File: src/hdl/a2card_config.svh
// Card core configuration
`ifndef A2CARD_CONFIG_SVH
`define A2CARD_CONFIG_SVH

// Slot assignment of the two cards
`define A2_SCRATCH_SLOT 3
`define A2_TIMER_SLOT 4

// Flops in the phi1 synchronizer
`define A2_SYNC_STAGES 2

// Bus drive permissions
// Clear to keep the card off the data bus
`define A2_DATA_OUT_ENABLE 1'b1
// Clear to keep the card off the IRQ line
`define A2_IRQ_OUT_ENABLE 1'b1

`endif
File: src/hdl/a2card_pkg.sv
// Card core types
package a2card_pkg;

    typedef logic [15:0] addr_t;
    typedef logic [7:0] data_t;
    // Offset inside a slot's device-select range
    typedef logic [3:0] reg_off_t;
    typedef logic [15:0] count_t;

    // One bus cycle as seen at the phase edges
    typedef struct packed {
        addr_t addr;
        logic  rw_n;
        data_t data;
    } bus_cycle_t;

    // Decoder to card
    typedef struct packed {
        logic     sel;
        logic     wr_stb;
        reg_off_t reg_off;
    } card_sel_t;

    // Card to bus driver
    typedef struct packed {
        logic  rd_en;
        data_t data;
        logic  irq_n;
    } card_resp_t;

    typedef enum logic [1:0] {
        TIMER_IDLE,
        TIMER_COUNTING,
        TIMER_EXPIRED
    } timer_state_t;

endpackage

File: src/hdl/a2card_top.sv
// Peripheral card core top level
module a2card_top (
    input  logic              clk_logic_w,
    input  logic              rst_i,
    input  logic              a2_phi1_i,
    input  a2card_pkg::addr_t a2_addr_i,
    input  logic              a2_rw_n_i,
    input  a2card_pkg::data_t a2_data_i,
    output a2card_pkg::data_t a2_data_o,
    output logic              a2_data_oe_o,
    output logic              a2_irq_n_o
);
    import a2card_pkg::*;

    logic       phi0_start_w;
    logic       phi0_end_w;
    bus_cycle_t cycle_w;
    logic       cycle_start_w;
    logic       cycle_end_w;
    card_sel_t  scratch_sel_w;
    card_sel_t  timer_sel_w;
    card_resp_t scratch_resp_w;
    card_resp_t timer_resp_w;

    // phi1 into the logic clock domain
    phase_sync i_phase_sync (
        .clk_logic_w  (clk_logic_w),
        .rst_i        (rst_i),
        .phi1_i       (a2_phi1_i),
        .phi0_o       (),
        .phi0_start_o (phi0_start_w),
        .phi0_end_o   (phi0_end_w)
    );

    bus_capture i_bus_capture (
        .clk_logic_w   (clk_logic_w),
        .rst_i         (rst_i),
        .phi0_start_i  (phi0_start_w),
        .phi0_end_i    (phi0_end_w),
        .addr_i        (a2_addr_i),
        .rw_n_i        (a2_rw_n_i),
        .data_i        (a2_data_i),
        .cycle_o       (cycle_w),
        .cycle_start_o (cycle_start_w),
        .cycle_end_o   (cycle_end_w)
    );

    slot_decoder i_slot_decoder (
        .clk_logic_w   (clk_logic_w),
        .rst_i         (rst_i),
        .cycle_i       (cycle_w),
        .cycle_end_i   (cycle_end_w),
        .scratch_sel_o (scratch_sel_w),
        .timer_sel_o   (timer_sel_w)
    );

    scratch_card i_scratch_card (
        .clk_logic_w   (clk_logic_w),
        .rst_i         (rst_i),
        .sel_i         (scratch_sel_w),
        .cycle_i       (cycle_w),
        .cycle_start_i (cycle_start_w),
        .cycle_end_i   (cycle_end_w),
        .resp_o        (scratch_resp_w)
    );

    // Each bus cycle end is one timer tick
    timer_card i_timer_card (
        .clk_logic_w   (clk_logic_w),
        .rst_i         (rst_i),
        .sel_i         (timer_sel_w),
        .cycle_i       (cycle_w),
        .cycle_start_i (cycle_start_w),
        .cycle_end_i   (cycle_end_w),
        .tick_i        (cycle_end_w),
        .resp_o        (timer_resp_w)
    );

    bus_driver i_bus_driver (
        .clk_logic_w    (clk_logic_w),
        .rst_i          (rst_i),
        .scratch_resp_i (scratch_resp_w),
        .timer_resp_i   (timer_resp_w),
        .data_o         (a2_data_o),
        .data_oe_o      (a2_data_oe_o),
        .irq_n_o        (a2_irq_n_o)
    );

endmodule

File: src/hdl/bus_driver.sv
// Bus data and interrupt driver
`include "a2card_config.svh"

module bus_driver (
    input  logic                   clk_logic_w,
    input  logic                   rst_i,
    input  a2card_pkg::card_resp_t scratch_resp_i,
    input  a2card_pkg::card_resp_t timer_resp_i,
    output a2card_pkg::data_t      data_o,
    output logic                   data_oe_o,
    output logic                   irq_n_o
);

    logic any_rd;
    logic all_irq_n;

    assign any_rd    = scratch_resp_i.rd_en | timer_resp_i.rd_en;
    // Open-drain style wired AND of the card interrupts
    assign all_irq_n = scratch_resp_i.irq_n & timer_resp_i.irq_n;

    always_ff @(posedge clk_logic_w) begin
        if (rst_i) begin
            data_o    <= '0;
            data_oe_o <= 1'b0;
            irq_n_o   <= 1'b1;
        end else begin
            // Timer wins if both cards claim the cycle
            data_o    <= timer_resp_i.rd_en ? timer_resp_i.data : scratch_resp_i.data;
            data_oe_o <= any_rd & `A2_DATA_OUT_ENABLE;
            irq_n_o   <= all_irq_n | ~`A2_IRQ_OUT_ENABLE;
        end
    end

endmodule

File: src/hdl/timer_card.sv
// Bus-cycle countdown timer card
module timer_card (
    input  logic                   clk_logic_w,
    input  logic                   rst_i,
    input  a2card_pkg::card_sel_t  sel_i,
    input  a2card_pkg::bus_cycle_t cycle_i,
    input  logic                   cycle_start_i,
    input  logic                   cycle_end_i,
    input  logic                   tick_i,
    output a2card_pkg::card_resp_t resp_o
);
    import a2card_pkg::*;

    data_t        count_lo_r;
    data_t        count_hi_r;
    logic         irq_en_r;
    count_t       counter_r;
    timer_state_t state_r;
    logic         rd_en_r;
    data_t        rd_data_r;
    logic         reg_hit;
    data_t        rd_mux;

    // Only offsets 0 to 3 are implemented
    assign reg_hit = sel_i.sel && (sel_i.reg_off[3:2] == 2'b00);

    always_comb begin
        case (sel_i.reg_off[1:0])
            2'd0:    rd_mux = count_lo_r;
            2'd1:    rd_mux = count_hi_r;
            2'd2:    rd_mux = {6'b0, irq_en_r, state_r == TIMER_COUNTING};
            default: rd_mux = {7'b0, state_r == TIMER_EXPIRED};
        endcase
    end

    // Writes land one cycle after a tick, so the two never collide
    always_ff @(posedge clk_logic_w) begin
        if (rst_i) begin
            count_lo_r <= '0;
            count_hi_r <= '0;
            irq_en_r   <= 1'b0;
            counter_r  <= '0;
            state_r    <= TIMER_IDLE;
        end else if (sel_i.wr_stb && reg_hit) begin
            case (sel_i.reg_off[1:0])
                2'd0: count_lo_r <= cycle_i.data;
                2'd1: count_hi_r <= cycle_i.data;
                2'd2: begin
                    irq_en_r <= cycle_i.data[1];
                    if (cycle_i.data[0]) begin
                        counter_r <= {count_hi_r, count_lo_r};
                        state_r   <= TIMER_COUNTING;
                    end else if (state_r == TIMER_COUNTING) begin
                        state_r <= TIMER_IDLE;
                    end
                end
                // Any write to status acknowledges expiry
                default: if (state_r == TIMER_EXPIRED) state_r <= TIMER_IDLE;
            endcase
        end else if (tick_i && state_r == TIMER_COUNTING) begin
            // Counts of 0 and 1 both run out on this tick
            if (counter_r <= 16'd1) begin
                counter_r <= '0;
                state_r   <= TIMER_EXPIRED;
            end else begin
                counter_r <= counter_r - 1'b1;
            end
        end
    end

    always_ff @(posedge clk_logic_w) begin
        if (rst_i) begin
            rd_en_r   <= 1'b0;
            rd_data_r <= '0;
        end else if (cycle_start_i && reg_hit && cycle_i.rw_n) begin
            rd_en_r   <= 1'b1;
            rd_data_r <= rd_mux;
        end else if (cycle_end_i) begin
            rd_en_r <= 1'b0;
        end
    end

    always_comb begin
        resp_o.rd_en = rd_en_r;
        resp_o.data  = rd_data_r;
        resp_o.irq_n = ~(irq_en_r && state_r == TIMER_EXPIRED);
    end

endmodule

File: src/hdl/scratch_card.sv
// Scratch register card
module scratch_card (
    input  logic                   clk_logic_w,
    input  logic                   rst_i,
    input  a2card_pkg::card_sel_t  sel_i,
    input  a2card_pkg::bus_cycle_t cycle_i,
    input  logic                   cycle_start_i,
    input  logic                   cycle_end_i,
    output a2card_pkg::card_resp_t resp_o
);
    import a2card_pkg::*;

    data_t regs_r [4];
    logic  rd_en_r;
    data_t rd_data_r;

    // Low two offset bits pick the byte, so the range aliases
    always_ff @(posedge clk_logic_w) begin
        if (rst_i) begin
            for (int i = 0; i < 4; i++) begin
                regs_r[i] <= '0;
            end
            rd_en_r   <= 1'b0;
            rd_data_r <= '0;
        end else begin
            if (sel_i.wr_stb) begin
                regs_r[sel_i.reg_off[1:0]] <= cycle_i.data;
            end
            if (cycle_start_i && sel_i.sel && cycle_i.rw_n) begin
                rd_en_r   <= 1'b1;
                rd_data_r <= regs_r[sel_i.reg_off[1:0]];
            end else if (cycle_end_i) begin
                rd_en_r <= 1'b0;
            end
        end
    end

    always_comb begin
        resp_o.rd_en = rd_en_r;
        resp_o.data  = rd_data_r;
        // No interrupt source on this card
        resp_o.irq_n = 1'b1;
    end

endmodule

File: src/hdl/slot_decoder.sv
// Slot device-select decoder
`include "a2card_config.svh"

module slot_decoder (
    input  logic                   clk_logic_w,
    input  logic                   rst_i,
    input  a2card_pkg::bus_cycle_t cycle_i,
    input  logic                   cycle_end_i,
    output a2card_pkg::card_sel_t  scratch_sel_o,
    output a2card_pkg::card_sel_t  timer_sel_o
);
    import a2card_pkg::*;

    logic scratch_hit;
    logic timer_hit;
    logic scratch_wr_r;
    logic timer_wr_r;

    // Slot n owns C080 + 16n .. C08F + 16n
    function automatic logic slot_hit(input addr_t addr, input logic [2:0] slot);
        slot_hit = (addr[15:4] == {9'h181, slot});
    endfunction

    assign scratch_hit = slot_hit(cycle_i.addr, 3'(`A2_SCRATCH_SLOT));
    assign timer_hit   = slot_hit(cycle_i.addr, 3'(`A2_TIMER_SLOT));

    // One commit per write cycle, after the data is captured
    always_ff @(posedge clk_logic_w) begin
        if (rst_i) begin
            scratch_wr_r <= 1'b0;
            timer_wr_r   <= 1'b0;
        end else begin
            scratch_wr_r <= cycle_end_i & scratch_hit & ~cycle_i.rw_n;
            timer_wr_r   <= cycle_end_i & timer_hit & ~cycle_i.rw_n;
        end
    end

    always_comb begin
        scratch_sel_o.sel     = scratch_hit;
        scratch_sel_o.wr_stb  = scratch_wr_r;
        scratch_sel_o.reg_off = cycle_i.addr[3:0];
        timer_sel_o.sel       = timer_hit;
        timer_sel_o.wr_stb    = timer_wr_r;
        timer_sel_o.reg_off   = cycle_i.addr[3:0];
    end

endmodule

File: src/hdl/bus_capture.sv
// Bus cycle capture
module bus_capture (
    input  logic                   clk_logic_w,
    input  logic                   rst_i,
    input  logic                   phi0_start_i,
    input  logic                   phi0_end_i,
    input  a2card_pkg::addr_t      addr_i,
    input  logic                   rw_n_i,
    input  a2card_pkg::data_t      data_i,
    output a2card_pkg::bus_cycle_t cycle_o,
    output logic                   cycle_start_o,
    output logic                   cycle_end_o
);

    // Address and direction are stable when phase 0 begins
    always_ff @(posedge clk_logic_w) begin
        if (rst_i) begin
            cycle_o.addr <= '0;
            cycle_o.rw_n <= 1'b1;
        end else if (phi0_start_i) begin
            cycle_o.addr <= addr_i;
            cycle_o.rw_n <= rw_n_i;
        end
    end

    // Write data is only valid late in phase 0
    always_ff @(posedge clk_logic_w) begin
        if (rst_i) begin
            cycle_o.data <= '0;
        end else if (phi0_end_i) begin
            cycle_o.data <= data_i;
        end
    end

    // Event pulses trail the captures by one cycle
    always_ff @(posedge clk_logic_w) begin
        if (rst_i) begin
            cycle_start_o <= 1'b0;
            cycle_end_o   <= 1'b0;
        end else begin
            cycle_start_o <= phi0_start_i;
            cycle_end_o   <= phi0_end_i;
        end
    end

endmodule

File: src/hdl/phase_sync.sv
// Bus clock synchronizer
`include "a2card_config.svh"

module phase_sync (
    input  logic clk_logic_w,
    input  logic rst_i,
    input  logic phi1_i,
    output logic phi0_o,
    output logic phi0_start_o,
    output logic phi0_end_o
);

    logic [`A2_SYNC_STAGES-1:0] sync_r;
    logic                       phi1_r;
    logic                       phi1_sync;

    assign phi1_sync = sync_r[`A2_SYNC_STAGES-1];

    // Idle bus is assumed to be in phase 1
    always_ff @(posedge clk_logic_w) begin
        if (rst_i) begin
            sync_r       <= '1;
            phi1_r       <= 1'b1;
            phi0_start_o <= 1'b0;
            phi0_end_o   <= 1'b0;
        end else begin
            sync_r       <= {sync_r[`A2_SYNC_STAGES-2:0], phi1_i};
            phi1_r       <= phi1_sync;
            // Edge pulses line up with the phi1_r update
            phi0_start_o <= phi1_r & ~phi1_sync;
            phi0_end_o   <= ~phi1_r & phi1_sync;
        end
    end

    // Phase 0 is the inverse of phi1
    assign phi0_o = ~phi1_r;

endmodule

File: config.mk
export PLATFORM = sky130hd
export DESIGN_NAME = a2card_top
export DESIGN_NICKNAME = d
export VERILOG_FILES = /design/src/hdl/a2card_pkg.sv /design/src/hdl/a2card_top.sv /design/src/hdl/bus_driver.sv /design/src/hdl/timer_card.sv /design/src/hdl/scratch_card.sv /design/src/hdl/slot_decoder.sv /design/src/hdl/bus_capture.sv /design/src/hdl/phase_sync.sv
export VERILOG_INCLUDE_DIRS = /design/src /design/src/hdl
export SDC_FILE = /design/constraint.sdc
export NUM_CORES = 1
export LEC_CHECK = 0
export BUFFER_PORTS_ARGS = -buffer_cell sky130_fd_sc_hd__buf_4
export CAP_MARGIN = 20
export CORE_UTILIZATION = 61
export DETAILED_ROUTE_END_ITERATION = 16
export GPL_ROUTABILITY_DRIVEN = 0
export HOLD_SLACK_MARGIN = 0.05
export PLACE_DENSITY = 0.79
export SLEW_MARGIN = 20
export SYNTH_ARGS = -nofsm -noshare
export SYNTH_HDL_FRONTEND = slang
export SYNTH_HIERARCHICAL = 1
export SYNTH_SLANG_ARGS = --single-unit
File: constraint.sdc
create_clock -name clk_logic_w -period 7.2 [get_ports clk_logic_w]
set_input_delay 2.16 -clock clk_logic_w [delete_from_list [all_inputs] [get_ports clk_logic_w]]
set_output_delay 2.16 -clock clk_logic_w [all_outputs]
set_load 0.02 [all_outputs]
==> summary.md, run 1 <==
| Metric | Value |
|---|---|
| Maximum vdd drop | 0.138 mV |
| Synth Warn # | 6 |
| Mapped Area | 5710 sq um |
| Pins over their slew limit | 0 |
| Maximum root-to-sink buffer count | 2 |
| Clock Tree Root | clkbuf_8 |
| CTS Hold Buffers Added | 0 |
| WL final | 12300 microns |
| FF-to-FF setup slack | 3940 ps |
| Synth Net Count | 573 |
| Worst Tran Pin Value | 971 ps |
| GRT Total Usage | 27.1% |
| IO Count | 38 |
| Placement Cell Area | 5910 sq um |
| Fmax achieved | 271 MHz |
| Worst path arrival time | 3940 ps |
| CTS Sinks | 129 |
| Routed Antenna Nets | 0 |
| Finished layout cell area | 6520 sq um |
| Leak | 2.39 nW |
| CTS Buf Count | 17 |
| Core Box Area | 8890 sq um |
| Layout area overhead | 14.1% |
| Max-slew headroom at the worst pin | 35.2% |
| IO buf count | 37 |
| Hold Fails Final Rpt | 0 |
| Routed vias | 4160 |
| CP required | 7450 ps |
| Grt total ovfl | 0 |
| Status | finished clean |
| Worst-path clk slew | 60 ps |
| Initial antenna violation count | 0 |
| Min-Delay Path Class | flip-flop to flip-flop |
| Setup TNS Final | 0 ps |
| Worst setup EP type | flip-flop |
| Hpwl dp | 8200 microns |
| Vias in the first global route | 4025 |
| Initial Util | 64.3% |
| Drt via density | 6.11 |
| DIE WIDTH | 98.8 microns |
| DRC viols | 0 |
| Cell breakdown of the critical path | buf_4, buf_4, and4bb_1, or2_2 |
| Htree depth | 4 |
| RSZ-0062 raised after global routing | no |
| CP max FO | 64 |
| CTS tree | done |
| Crit-path most repeated cell | buf_4 |
| Final Setup Violations | 0 |
| Startpoint Class | input port |
| Pre-Repair DR Iteration Count | 6 |
| Crit Path Class | input port to flip-flop |
| Worst skew pair latency | 520 ps |
| Skew final | 7.68 ps |
| Cells after synthesis | 543 |
| Die Y | 98.8 microns |
| Minimum clock period | 3690 ps |
| First-pass GRT wire length | 20200 microns |
| CTS resizes | 0 |
| 1st-iter DRT viols | 368 |
| CP max stage delay | 610 ps |
| Hold WS | 412 ps |
| Post-CTS Setup Inserts | 0 |
| Row count | 34 |
| CP max stage cell | buf_4 |
| Nets@finish | 590 |
| Final core occ | 73.3% |
| Max-cap violation count | 0 |
| Layout cells sized above 1 | 16.9% |
| Largest net degree at the start of global routing | 65 |
| Wire length per cell | 18.1 microns |
| N_diodes | 0 |
| Die ar. | 9760 sq um |
| Power density over the cells | 256 nW/um^2 |
| Syn_area_per_cell | 10.5 sq um |
| Final worst-path cycle share | 51.3% |
## report_power, final
group | total [W] | switching [W] | internal (W)
clock | 0.000868 | 0.000343 | 0.000525
sequential | 0.000759 | 0.00000813 | 0.000751
combinational | 0.0000412 | 0.0000214 | 0.0000198
total | 0.00167 | 0.000372 | 0.00130
## flip-flops by register name (all words and copies together) (netlist names), 2 cells and up
| signal | count |
|---|---|
| i_timer_card/count_hi_r | 8 |
| i_scratch_card/rd_data_r | 8 |
| i_timer_card/state_r | 2 |
| i_bus_driver/data_o | 8 |
| i_bus_capture/cycle_o | 25 |
| i_timer_card/count_lo_r | 8 |
| i_timer_card/counter_r | 16 |
| i_phase_sync/sync_r | 2 |
| i_timer_card/rd_data_r | 8 |
| i_scratch_card/regs_r | 32 |
## final timing paths
check                                               to                              startpoint  depth (start not counted)
max          i_scratch_card/regs_r[1][3]$_SDFFCE_PN0P_                                   rst_i                          4
min                  i_phase_sync/sync_r[1]$_SDFF_PP1_       i_phase_sync/sync_r[0]$_SDFF_PP1_                          1
max reg2reg    i_timer_card/count_lo_r[1]$_SDFFE_PP0P_  i_bus_capture/cycle_o[17]$_SDFFE_PP0P_                          6
min reg2reg          i_phase_sync/sync_r[1]$_SDFF_PP1_       i_phase_sync/sync_r[0]$_SDFF_PP1_                          1
## placed cells by master (no fill, tap or decap), drive strengths merged, types with 4 or more instances in the layout
cell type  count
nor2b         14
or4            5
a22oi          6
or2            8
a22o           8
inv           17
nor2          60
nand2         24
clkbuf        18
nor3          13
a21oi         34
edfxtp        32
buf           42
mux4           9
nand3         19
nor3b          4
o21ai          4
nor4           9
o32ai          5
nand3b         4
nand2b         4
a31oi          6
dfxtp         97
and2          33
mux2i         48
## per-stage QoR
step | setup WS [ps] | std cells | power (W)
2_1_floorplan | 4180 | 543 | 0.000797
3_3_place_gp | 3080 | 649 | 0.000814
3_5_place_dp | 3030 | 649 | 0.000816
4_1_cts | 3560 | 681 | 0.00168
5_1_grt | 3420 | 681 | 0.00172
6_report | 3510 | 681 | 0.00167
## routing by layer
| metal | GRT usage, % | up-vias | share of wire, % | routed length, microns |
|---|---|---|---|---|
| met4 | 8.38 | 0 | 1.2 | 144 |
| met5 | 0 | - | 0 | 0 |
| met3 | 6.95 | 14 | 6.5 | 803 |
| met1 | 35.2 | 1992 | 44 | 5450 |
| met2 | 44.6 | 157 | 48 | 5910 |
| li1 | - | 1997 | - | - |
## critical path, delay by kind of cell
family,cells,cell delay [ps]
buffers and inverters,2,980
and+or+nand+nor,2,770
## cell type report
| type | instances | area, sq um |
|---|---|---|
| clock buffers | 18 | 439 |
| clock inverters | 14 | 166 |
| fillers | 600 | 2370 |
| inverters | 9 | 33.8 |
| multi-input cells | 361 | 2520 |
| flip-flops and latches | 129 | 2900 |
| well taps | 108 | 135 |
| repair buffers | 42 | 315 |
Note: power is estimated with default switching activity, not from simulation.
==> inputs of run 2 (changes only) <==
- CORE_UTILIZATION: 61 -> 60
- PLACE_DENSITY: 0.79 -> 0.78
- clock period: 7.2 -> 3.7 ns (I/O delays scaled with it)
==> run 2 against run 1 <==
Against the previous run:
- register-to-register slack worse by 3400 ps
- hold slack worse by 1.2 ps
- non-clock buffer count is 4 higher
- critical endpoint is now i_timer_card/counter_r[2]$_SDFFE_PP0P_
- largest power group unchanged
==> summary.md, run 2 (synthesis gave the netlist of run 1 again) <==
| Metric | Value |
|---|---|
| Status | finished clean |
| Origin of the critical flop-to-flop path | i_bus_capture/cycle_o[17]$_SDFFE_PP0P_ |
| FF-to-FF setup slack | 590 ps (-3350 ps) |
| CP max stage delay | 650 ps (+40 ps) |
| RSZ-0062 raised after global routing | no |
| Row count | 35 (+2.9%) |
| Setup TNS Final | 0 ps (unchanged) |
| Initial antenna violation count | 0 (unchanged) |
| Final core occ | 71.1% (-2.2 points) |
| CP required | 4130 ps (-3320 ps) |
| Worst setup EP type | flip-flop |
| Post-CTS Setup Inserts | 0 (unchanged) |
| Largest net degree at the start of global routing | 64 (-1.5%) |
| Max-slew headroom at the worst pin | 35.1% (about the same) |
| Leak | 2.41 nW (+0.93%) |
| Hold path startpoint | i_phase_sync/sync_r[0]$_SDFF_PP1_ |
| Final worst-path setup slack | 587 ps (-2920 ps) |
| Cell count after placement | 674 (+3.9%) |
| Commonest cells after routing, fill and taps aside | dfxtp_1 (97), nor2_1 (60), mux2i_1 (48), buf_4 (46) |
| CP max stage cell | nor4bb_4 |
| CTS Buf Count | 17 (unchanged) |
| Hold WS | 411 ps (-1.17 ps) |
| Layout cells sized above 1 | 17.5% (+0.58 points) |
| Vias in the first global route | 4134 (+2.7%) |
| CTS tree | done |
| Minimum clock period | 3110 ps |
| Die ar. | 9920 sq um (+1.6%) |
| Buf/Inv on CP | 1 (-1) |
| R2R Path End | i_timer_card/counter_r[2]$_SDFFE_PP0P_ |
| Worst path arrival time | 3540 ps (-400 ps) |
| Hold Fails Final Rpt | 0 (unchanged) |
| Min-Delay Path Class | flip-flop to flip-flop |
| CTS Sinks | 129 (unchanged) |
| Routed Antenna Nets | 0 (unchanged) |
| Worst-path clk slew | 60 ps (about the same) |
| 1st-iter DRT viols | 354 (-3.8%) |
| Worst skew pair latency | 510 ps (about the same) |
| Startpoint Class | flip-flop |
| Nets@finish | 594 (+0.68%) |
| Pre-Repair DR Iteration Count | 5 (-1) |
| Maximum root-to-sink buffer count | 2 (unchanged) |
| Finished Layout Cells | 706 (+3.7%) |
| CTS Hold Buffers Added | 0 (unchanged) |
| Worst path top cell family by delay | simple AND/OR/NAND/NOR gates |
| N_diodes | 0 (unchanged) |
| CTS resizes | 0 (unchanged) |
| Most flops, register | i_scratch_card/regs_r |
| Hold Path End | i_phase_sync/sync_r[1]$_SDFF_PP1_ |
| Fmax achieved | 321 MHz |
| Final worst-path cycle share | 84.1% |
| Hold Path Cell Cnt | 1 (unchanged) |
| Htree depth | 4 (unchanged) |
| Max FFs per register | 32 (unchanged) |
| IO Count | 38 (unchanged) |
| Pins over their slew limit | 0 (unchanged) |
| Initial Util | 61.8% (-2.4 points) |
| Commonest non-fill, non-tap cell in the layout | dfxtp_1 |
| First-pass GRT wire length | 20800 microns (+3.1%) |
| Cell breakdown of the critical path | or4b_1, nor4_1, nor4bb_4, buf_4, and2_1, or2_2, nand4b_1, a31oi_1 |
| GRT Total Usage | 27.5% (+0.36 points) |
| Biggest regs | i_scratch_card/regs_r x32, i_bus_capture/cycle_o x25, i_timer_card/counter_r x16 |
| Final Setup Violations | 0 (unchanged) |
| Clock Tree Root | clkbuf_8 |
| DRC viols | 0 (unchanged) |
| Power density over the cells | 491 nW/um^2 (+92%) |
| Max-cap violation count | 0 (unchanged) |
| Reg2Reg Depth | 8 (+2) |
| WL final | 12500 microns (+1.5%) |
| Die Y | 99.6 microns (+0.81%) |
| Core Box Area | 9240 sq um (+3.9%) |
| DIE WIDTH | 99.6 microns (+0.81%) |
| Layout area overhead | 15.0% |
| Pre-CTS setup slack | 721 ps (-2310 ps) |
| Skew final | 6.75 ps (-0.933 ps) |
| Routed vias | 4167 (+0.17%) |
| Drt via density | 5.90 (-3.4%) |
| Grt total ovfl | 0 (unchanged) |
| Hpwl dp | 8230 microns (+0.36%) |
| Worst Tran Pin Value | 971 ps (+0.218 ps) |
| Crit Path Class | flip-flop to flip-flop |
| IO buf count | 37 (unchanged) |
| Wire length per cell | 17.7 microns (-2.1%) |
| Maximum vdd drop | 0.289 mV (+110%) |
| CP max FO | 16 (-75%) |
-- run 2: changes by cell type in the layout (fill, tap and decap cells not counted), sizes merged --
cell | before | now
clkinv | 3 | 8
inv | 17 | 12
buf | 42 | 46
clkbuf | 18 | 19
clkinvlp | 1 | 0
-- run 2: how the worst max path moves through the flow --
stage                                                      start                                      end  slack [ps]  depth (start not counted)
after floorplan           i_bus_capture/cycle_o[17]$_SDFFE_PP0P_  i_timer_card/count_hi_r[0]$_SDFFE_PP0P_         980                          9
after global placement    i_bus_capture/cycle_o[17]$_SDFFE_PP0P_   i_timer_card/counter_r[2]$_SDFFE_PP0P_         810                          8
after detailed placement  i_bus_capture/cycle_o[17]$_SDFFE_PP0P_   i_timer_card/counter_r[2]$_SDFFE_PP0P_         720                          8
after CTS                 i_bus_capture/cycle_o[17]$_SDFFE_PP0P_   i_timer_card/counter_r[2]$_SDFFE_PP0P_         650                          8
after global routing      i_bus_capture/cycle_o[17]$_SDFFE_PP0P_   i_timer_card/counter_r[2]$_SDFFE_PP0P_         380                          8
final                     i_bus_capture/cycle_o[17]$_SDFFE_PP0P_   i_timer_card/counter_r[2]$_SDFFE_PP0P_         590                          8
-- run 2: routing by layer --
| layer | up-vias | track usage [%] | part of all wire [%] |
|---|---|---|---|
| li1 | 2007 | - | - |
| met4 | 0 | 10.1 | 1.7 |
| met1 | 1965 | 35.0 | 43 |
| met2 | 172 | 46.2 | 49 |
| met3 | 23 | 5.90 | 6.0 |
| met5 | - | 0 | 0 |
-- run 2: cell type report --
type	instances	area, sq um
clock inverters	13	150
inverters	9	33.8
fillers	655	2670
multi-input cells	361	2520
repair buffers	46	345
well taps	129	161
clock buffers	19	453
flip-flops and latches	129	2900
-- run 2: worst register-to-register path, cell delays in order (launching register included) --
cell,delay (ps)
dfxtp_1,320
or4b_1,540
nor4_1,550
nor4bb_4,650
buf_4,310
and2_1,240
or2_2,150
nand4b_1,90
a31oi_1,190
-- run 2: where the power goes --
group          switching [W]  internal [W]
combinational      0.0000420     0.0000388
clock               0.000641       0.00103
sequential         0.0000144       0.00146
-- run 2: stage by stage --
step                power (W)  instance area (sq um)
floorplan             0.00155                   5710
global placement      0.00158                   5960
global route          0.00332                   6570
finish                0.00322                   6570
detailed placement    0.00159                   5960
CTS                   0.00324                   6570
==> inputs of run 3 (changes only) <==
- ABC_AREA: default -> 1
- CORE_UTILIZATION: 60 -> 61
- PLACE_DENSITY: 0.78 -> 0.79
- clock period: 3.7 -> 3.1 ns (I/O delays scaled with it)
==> run 3 against run 2 <==
Against the previous run:
- cell count rose by 40%
- fmax rose by 39%
- first-iteration DRC count rose by 14%
- synthesized area rose by 7.7%
- via count rose by 22%
- sequential cell count did not move
- utilization fell by 0.85 points
- setup slack improved by 280 ps
- clock power rose by 19%
- critical endpoint unchanged
- highest routed layer unchanged
==> summary.md, run 3 <==
| Metric | Value |
|---|---|
| Status | finished clean |
| Clock Power Share | 51.1% (-0.6 points) |
| Pre-Repair DR Iteration Count | 5 (unchanged) |
| Die ar. | 10500 sq um (+5.8%) |
| Die Y | 102 microns (+2.8%) |
| CP required | 3550 ps (-580 ps) |
| Clock Tree Root | clkbuf_8 |
| Internal | 0.00311 W (+23%) |
| IO Count | 38 (unchanged) |
| Worst-path clk slew | 60 ps (about the same) |
| Row count | 36 (+2.9%) |
| Worst setup EP type | flip-flop |
| Maximum vdd drop | 0.312 mV (+8.1%) |
| Drt via density | 5.17 (-12%) |
| Power density over the cells | 569 nW/um^2 (+16%) |
| Core Box Area | 9770 sq um (+5.8%) |
| Setup TNS Final | 0 ps (unchanged) |
| CP max stage delay | 450 ps (-200 ps) |
| Hpwl dp | 8950 microns (+8.7%) |
| Maximum root-to-sink buffer count | 2 (unchanged) |
| CTS resizes | 0 (unchanged) |
| Initial antenna violation count | 0 (unchanged) |
| Combinational share of power | 3.6% (+1.1 points) |
| Max FFs per register | 32 (unchanged) |
| Synth Net Count | 852 (+49%) |
| CTS Sinks | 129 (unchanged) |
| Nets@finish | 871 (+47%) |
| Seq pwr share | 45.3% (-0.5 points) |
| Worst Tran Pin Value | 1030 ps (+57.6 ps) |
| CP max stage cell | a21oi_4 |
| 1st-iter DRT viols | 402 (+14%) |
| Most flops, register | i_scratch_card/regs_r |
| Htree depth | 4 (unchanged) |
| Routed vias | 5099 (+22%) |
| Hold Fails Final Rpt | 0 (unchanged) |
| Commonest cells after routing, fill and taps aside | nand2_1 (186), nor2_1 (167), inv_1 (102), dfxtp_1 (97) |
| RSZ-0062 raised after global routing | no |
| Pins over their slew limit | 0 (unchanged) |
| Skew final | 4.49 ps (-2.26 ps) |
| Worst skew pair latency | 520 ps (about the same) |
| Wire length per cell | 13.3 microns (-25%) |
| Final core occ | 70.3% (-0.85 points) |
| Commonest non-fill, non-tap cell in the layout | nand2_1 |
| Layout cells sized above 1 | 14.3% (-3.2 points) |
| Min-Delay Path Class | flip-flop to flip-flop |
| Finished layout cell area | 6870 sq um (+4.5%) |
| Minimum clock period | 2240 ps (-876 ps) |
| Crit-path most repeated cell | inv_1 |
| IO buf count | 37 (unchanged) |
| CP max FO | 23 (+7) |
| FILL cells | 762 (+16%) |
| Routed Antenna Nets | 0 (unchanged) |
| Startpoint Class | flip-flop |
| Placement Cell Area | 6270 sq um (+5.2%) |
| CTS tree | done |
| Switching Power | 0.000794 W (+14%) |
| WL final | 13100 microns (+4.9%) |
| Cell breakdown of the critical path | inv_1, nand2_1, nor2_2, nand3_1, inv_1, nand4_4, nand2_4, inv_2, a21oi_4, nor2_1, a21oi_1 |
| DRC viols | 0 (unchanged) |
| Final Setup Violations | 0 (unchanged) |
| Initial Util | 62.9% (+1.1 points) |
| FF-to-FF setup slack | 860 ps (+280 ps) |
| Sw frac | 20.3% (-1.3 points) |
| Worst path arrival time | 2690 ps (-850 ps) |
| Layout area overhead | 11.6% |
| Cells after synthesis | 822 (+51%) |
| Final worst-path cycle share | 72.2% (-12 points) |
| CTS Buf Count | 17 (unchanged) |
| DIE WIDTH | 102 microns (+2.8%) |
| Fmax achieved | 447 MHz (+39%) |
| Syn_area_per_cell | 7.48 sq um (-29%) |
| Mapped Area | 6150 sq um (+7.7%) |
| Leak | 2.92 nW (+21%) |
| Max-slew headroom at the worst pin | 31.3% (-3.8 points) |
| N_diodes | 0 (unchanged) |
| Largest net degree at the start of global routing | 42 (-34%) |
| Post-CTS Setup Inserts | 0 (unchanged) |
| Biggest regs | i_scratch_card/regs_r x32, i_bus_capture/cycle_o x25, i_timer_card/counter_r x16 |
| First-pass GRT wire length | 21500 microns (+3.1%) |
| Vias in the first global route | 4601 (+11%) |
| Max-cap violation count | 0 (unchanged) |
| CTS Hold Buffers Added | 0 (unchanged) |
| Synth Warn # | 6 (unchanged) |
| Grt total ovfl | 0 (unchanged) |
| Crit Path Class | flip-flop to flip-flop |
| GRT Total Usage | 27.1% (-0.36 points) |
[run 3: cell count changes in the layout (fill, tap and decap cells not counted), moves of 16 or more]
cell     previous run  this run
nand3_1            18        39
o21ai_0             4        31
inv_1               9       102
mux2i_1            48         0
nor2_2              0        16
nand2_1            24       186
and2_1             33         0
nor2_1             60       167
[run 3: stage by stage]
stage	cells	hold WS [ps]	setup slack (ps)	total power, W
finish	986	413	863	0.00390
global route	986	426	656	0.00403
CTS	986	414	855	0.00392
detailed placement	955	396	642	0.00194
global placement	955	393	734	0.00194
floorplan	822	383	1200	0.00190
[run 3: power groups by stage]
stage | Sequential (W) | Combinational, W | Clock [W]
after detailed placement | 0.00180 | 0.000138 | 0
after floorplan | 0.00179 | 0.000105 | 0
after CTS | 0.00177 | 0.000139 | 0.00201
after global routing | 0.00177 | 0.000156 | 0.00210
after global placement | 0.00180 | 0.000133 | 0
final | 0.00177 | 0.000140 | 0.00199
[run 3: routing by layer]
metal	routed length [microns]	global-route usage (%)	vias up
met5	0	0	-
met4	221	11.6	0
met3	833	6.91	21
met2	6110	41.9	184
met1	5930	36.1	2318
li1	-	-	2576
[run 3: cell type report]
cell class,count,area [sq um],area share [%]
Inverter,112,420,6.12
Multi-Input combinational cell,542,2490,36.2
Sequential cell,129,2900,42.3
Timing Repair Buffer,39,293,4.26
Clock buffer,18,428,6.23
Clock inverter,13,168,2.44
Tap cell,133,166,2.42
[run 3: path summary, 6_finish.rpt]
check                                                       startpoint                                     end  cells past startpoint
worst min-delay path                 i_phase_sync/sync_r[0]$_SDFF_PP1_       i_phase_sync/sync_r[1]$_SDFF_PP1_                      1
worst max-delay path            i_bus_capture/cycle_o[17]$_SDFFE_PP0P_  i_timer_card/counter_r[2]$_SDFFE_PP0P_                     11
worst min register to register       i_phase_sync/sync_r[0]$_SDFF_PP1_       i_phase_sync/sync_r[1]$_SDFF_PP1_                      1
worst max register to register  i_bus_capture/cycle_o[17]$_SDFFE_PP0P_  i_timer_card/counter_r[2]$_SDFFE_PP0P_                     11
[run 3: critical path: cells and delay by family, from the launching register on]
| family | cells | cell delay, ps |
|---|---|---|
| compound gates | 2 | 620 |
| buf+inv | 3 | 240 |
| flops | 1 | 310 |
| simple gates | 6 | 1000 |
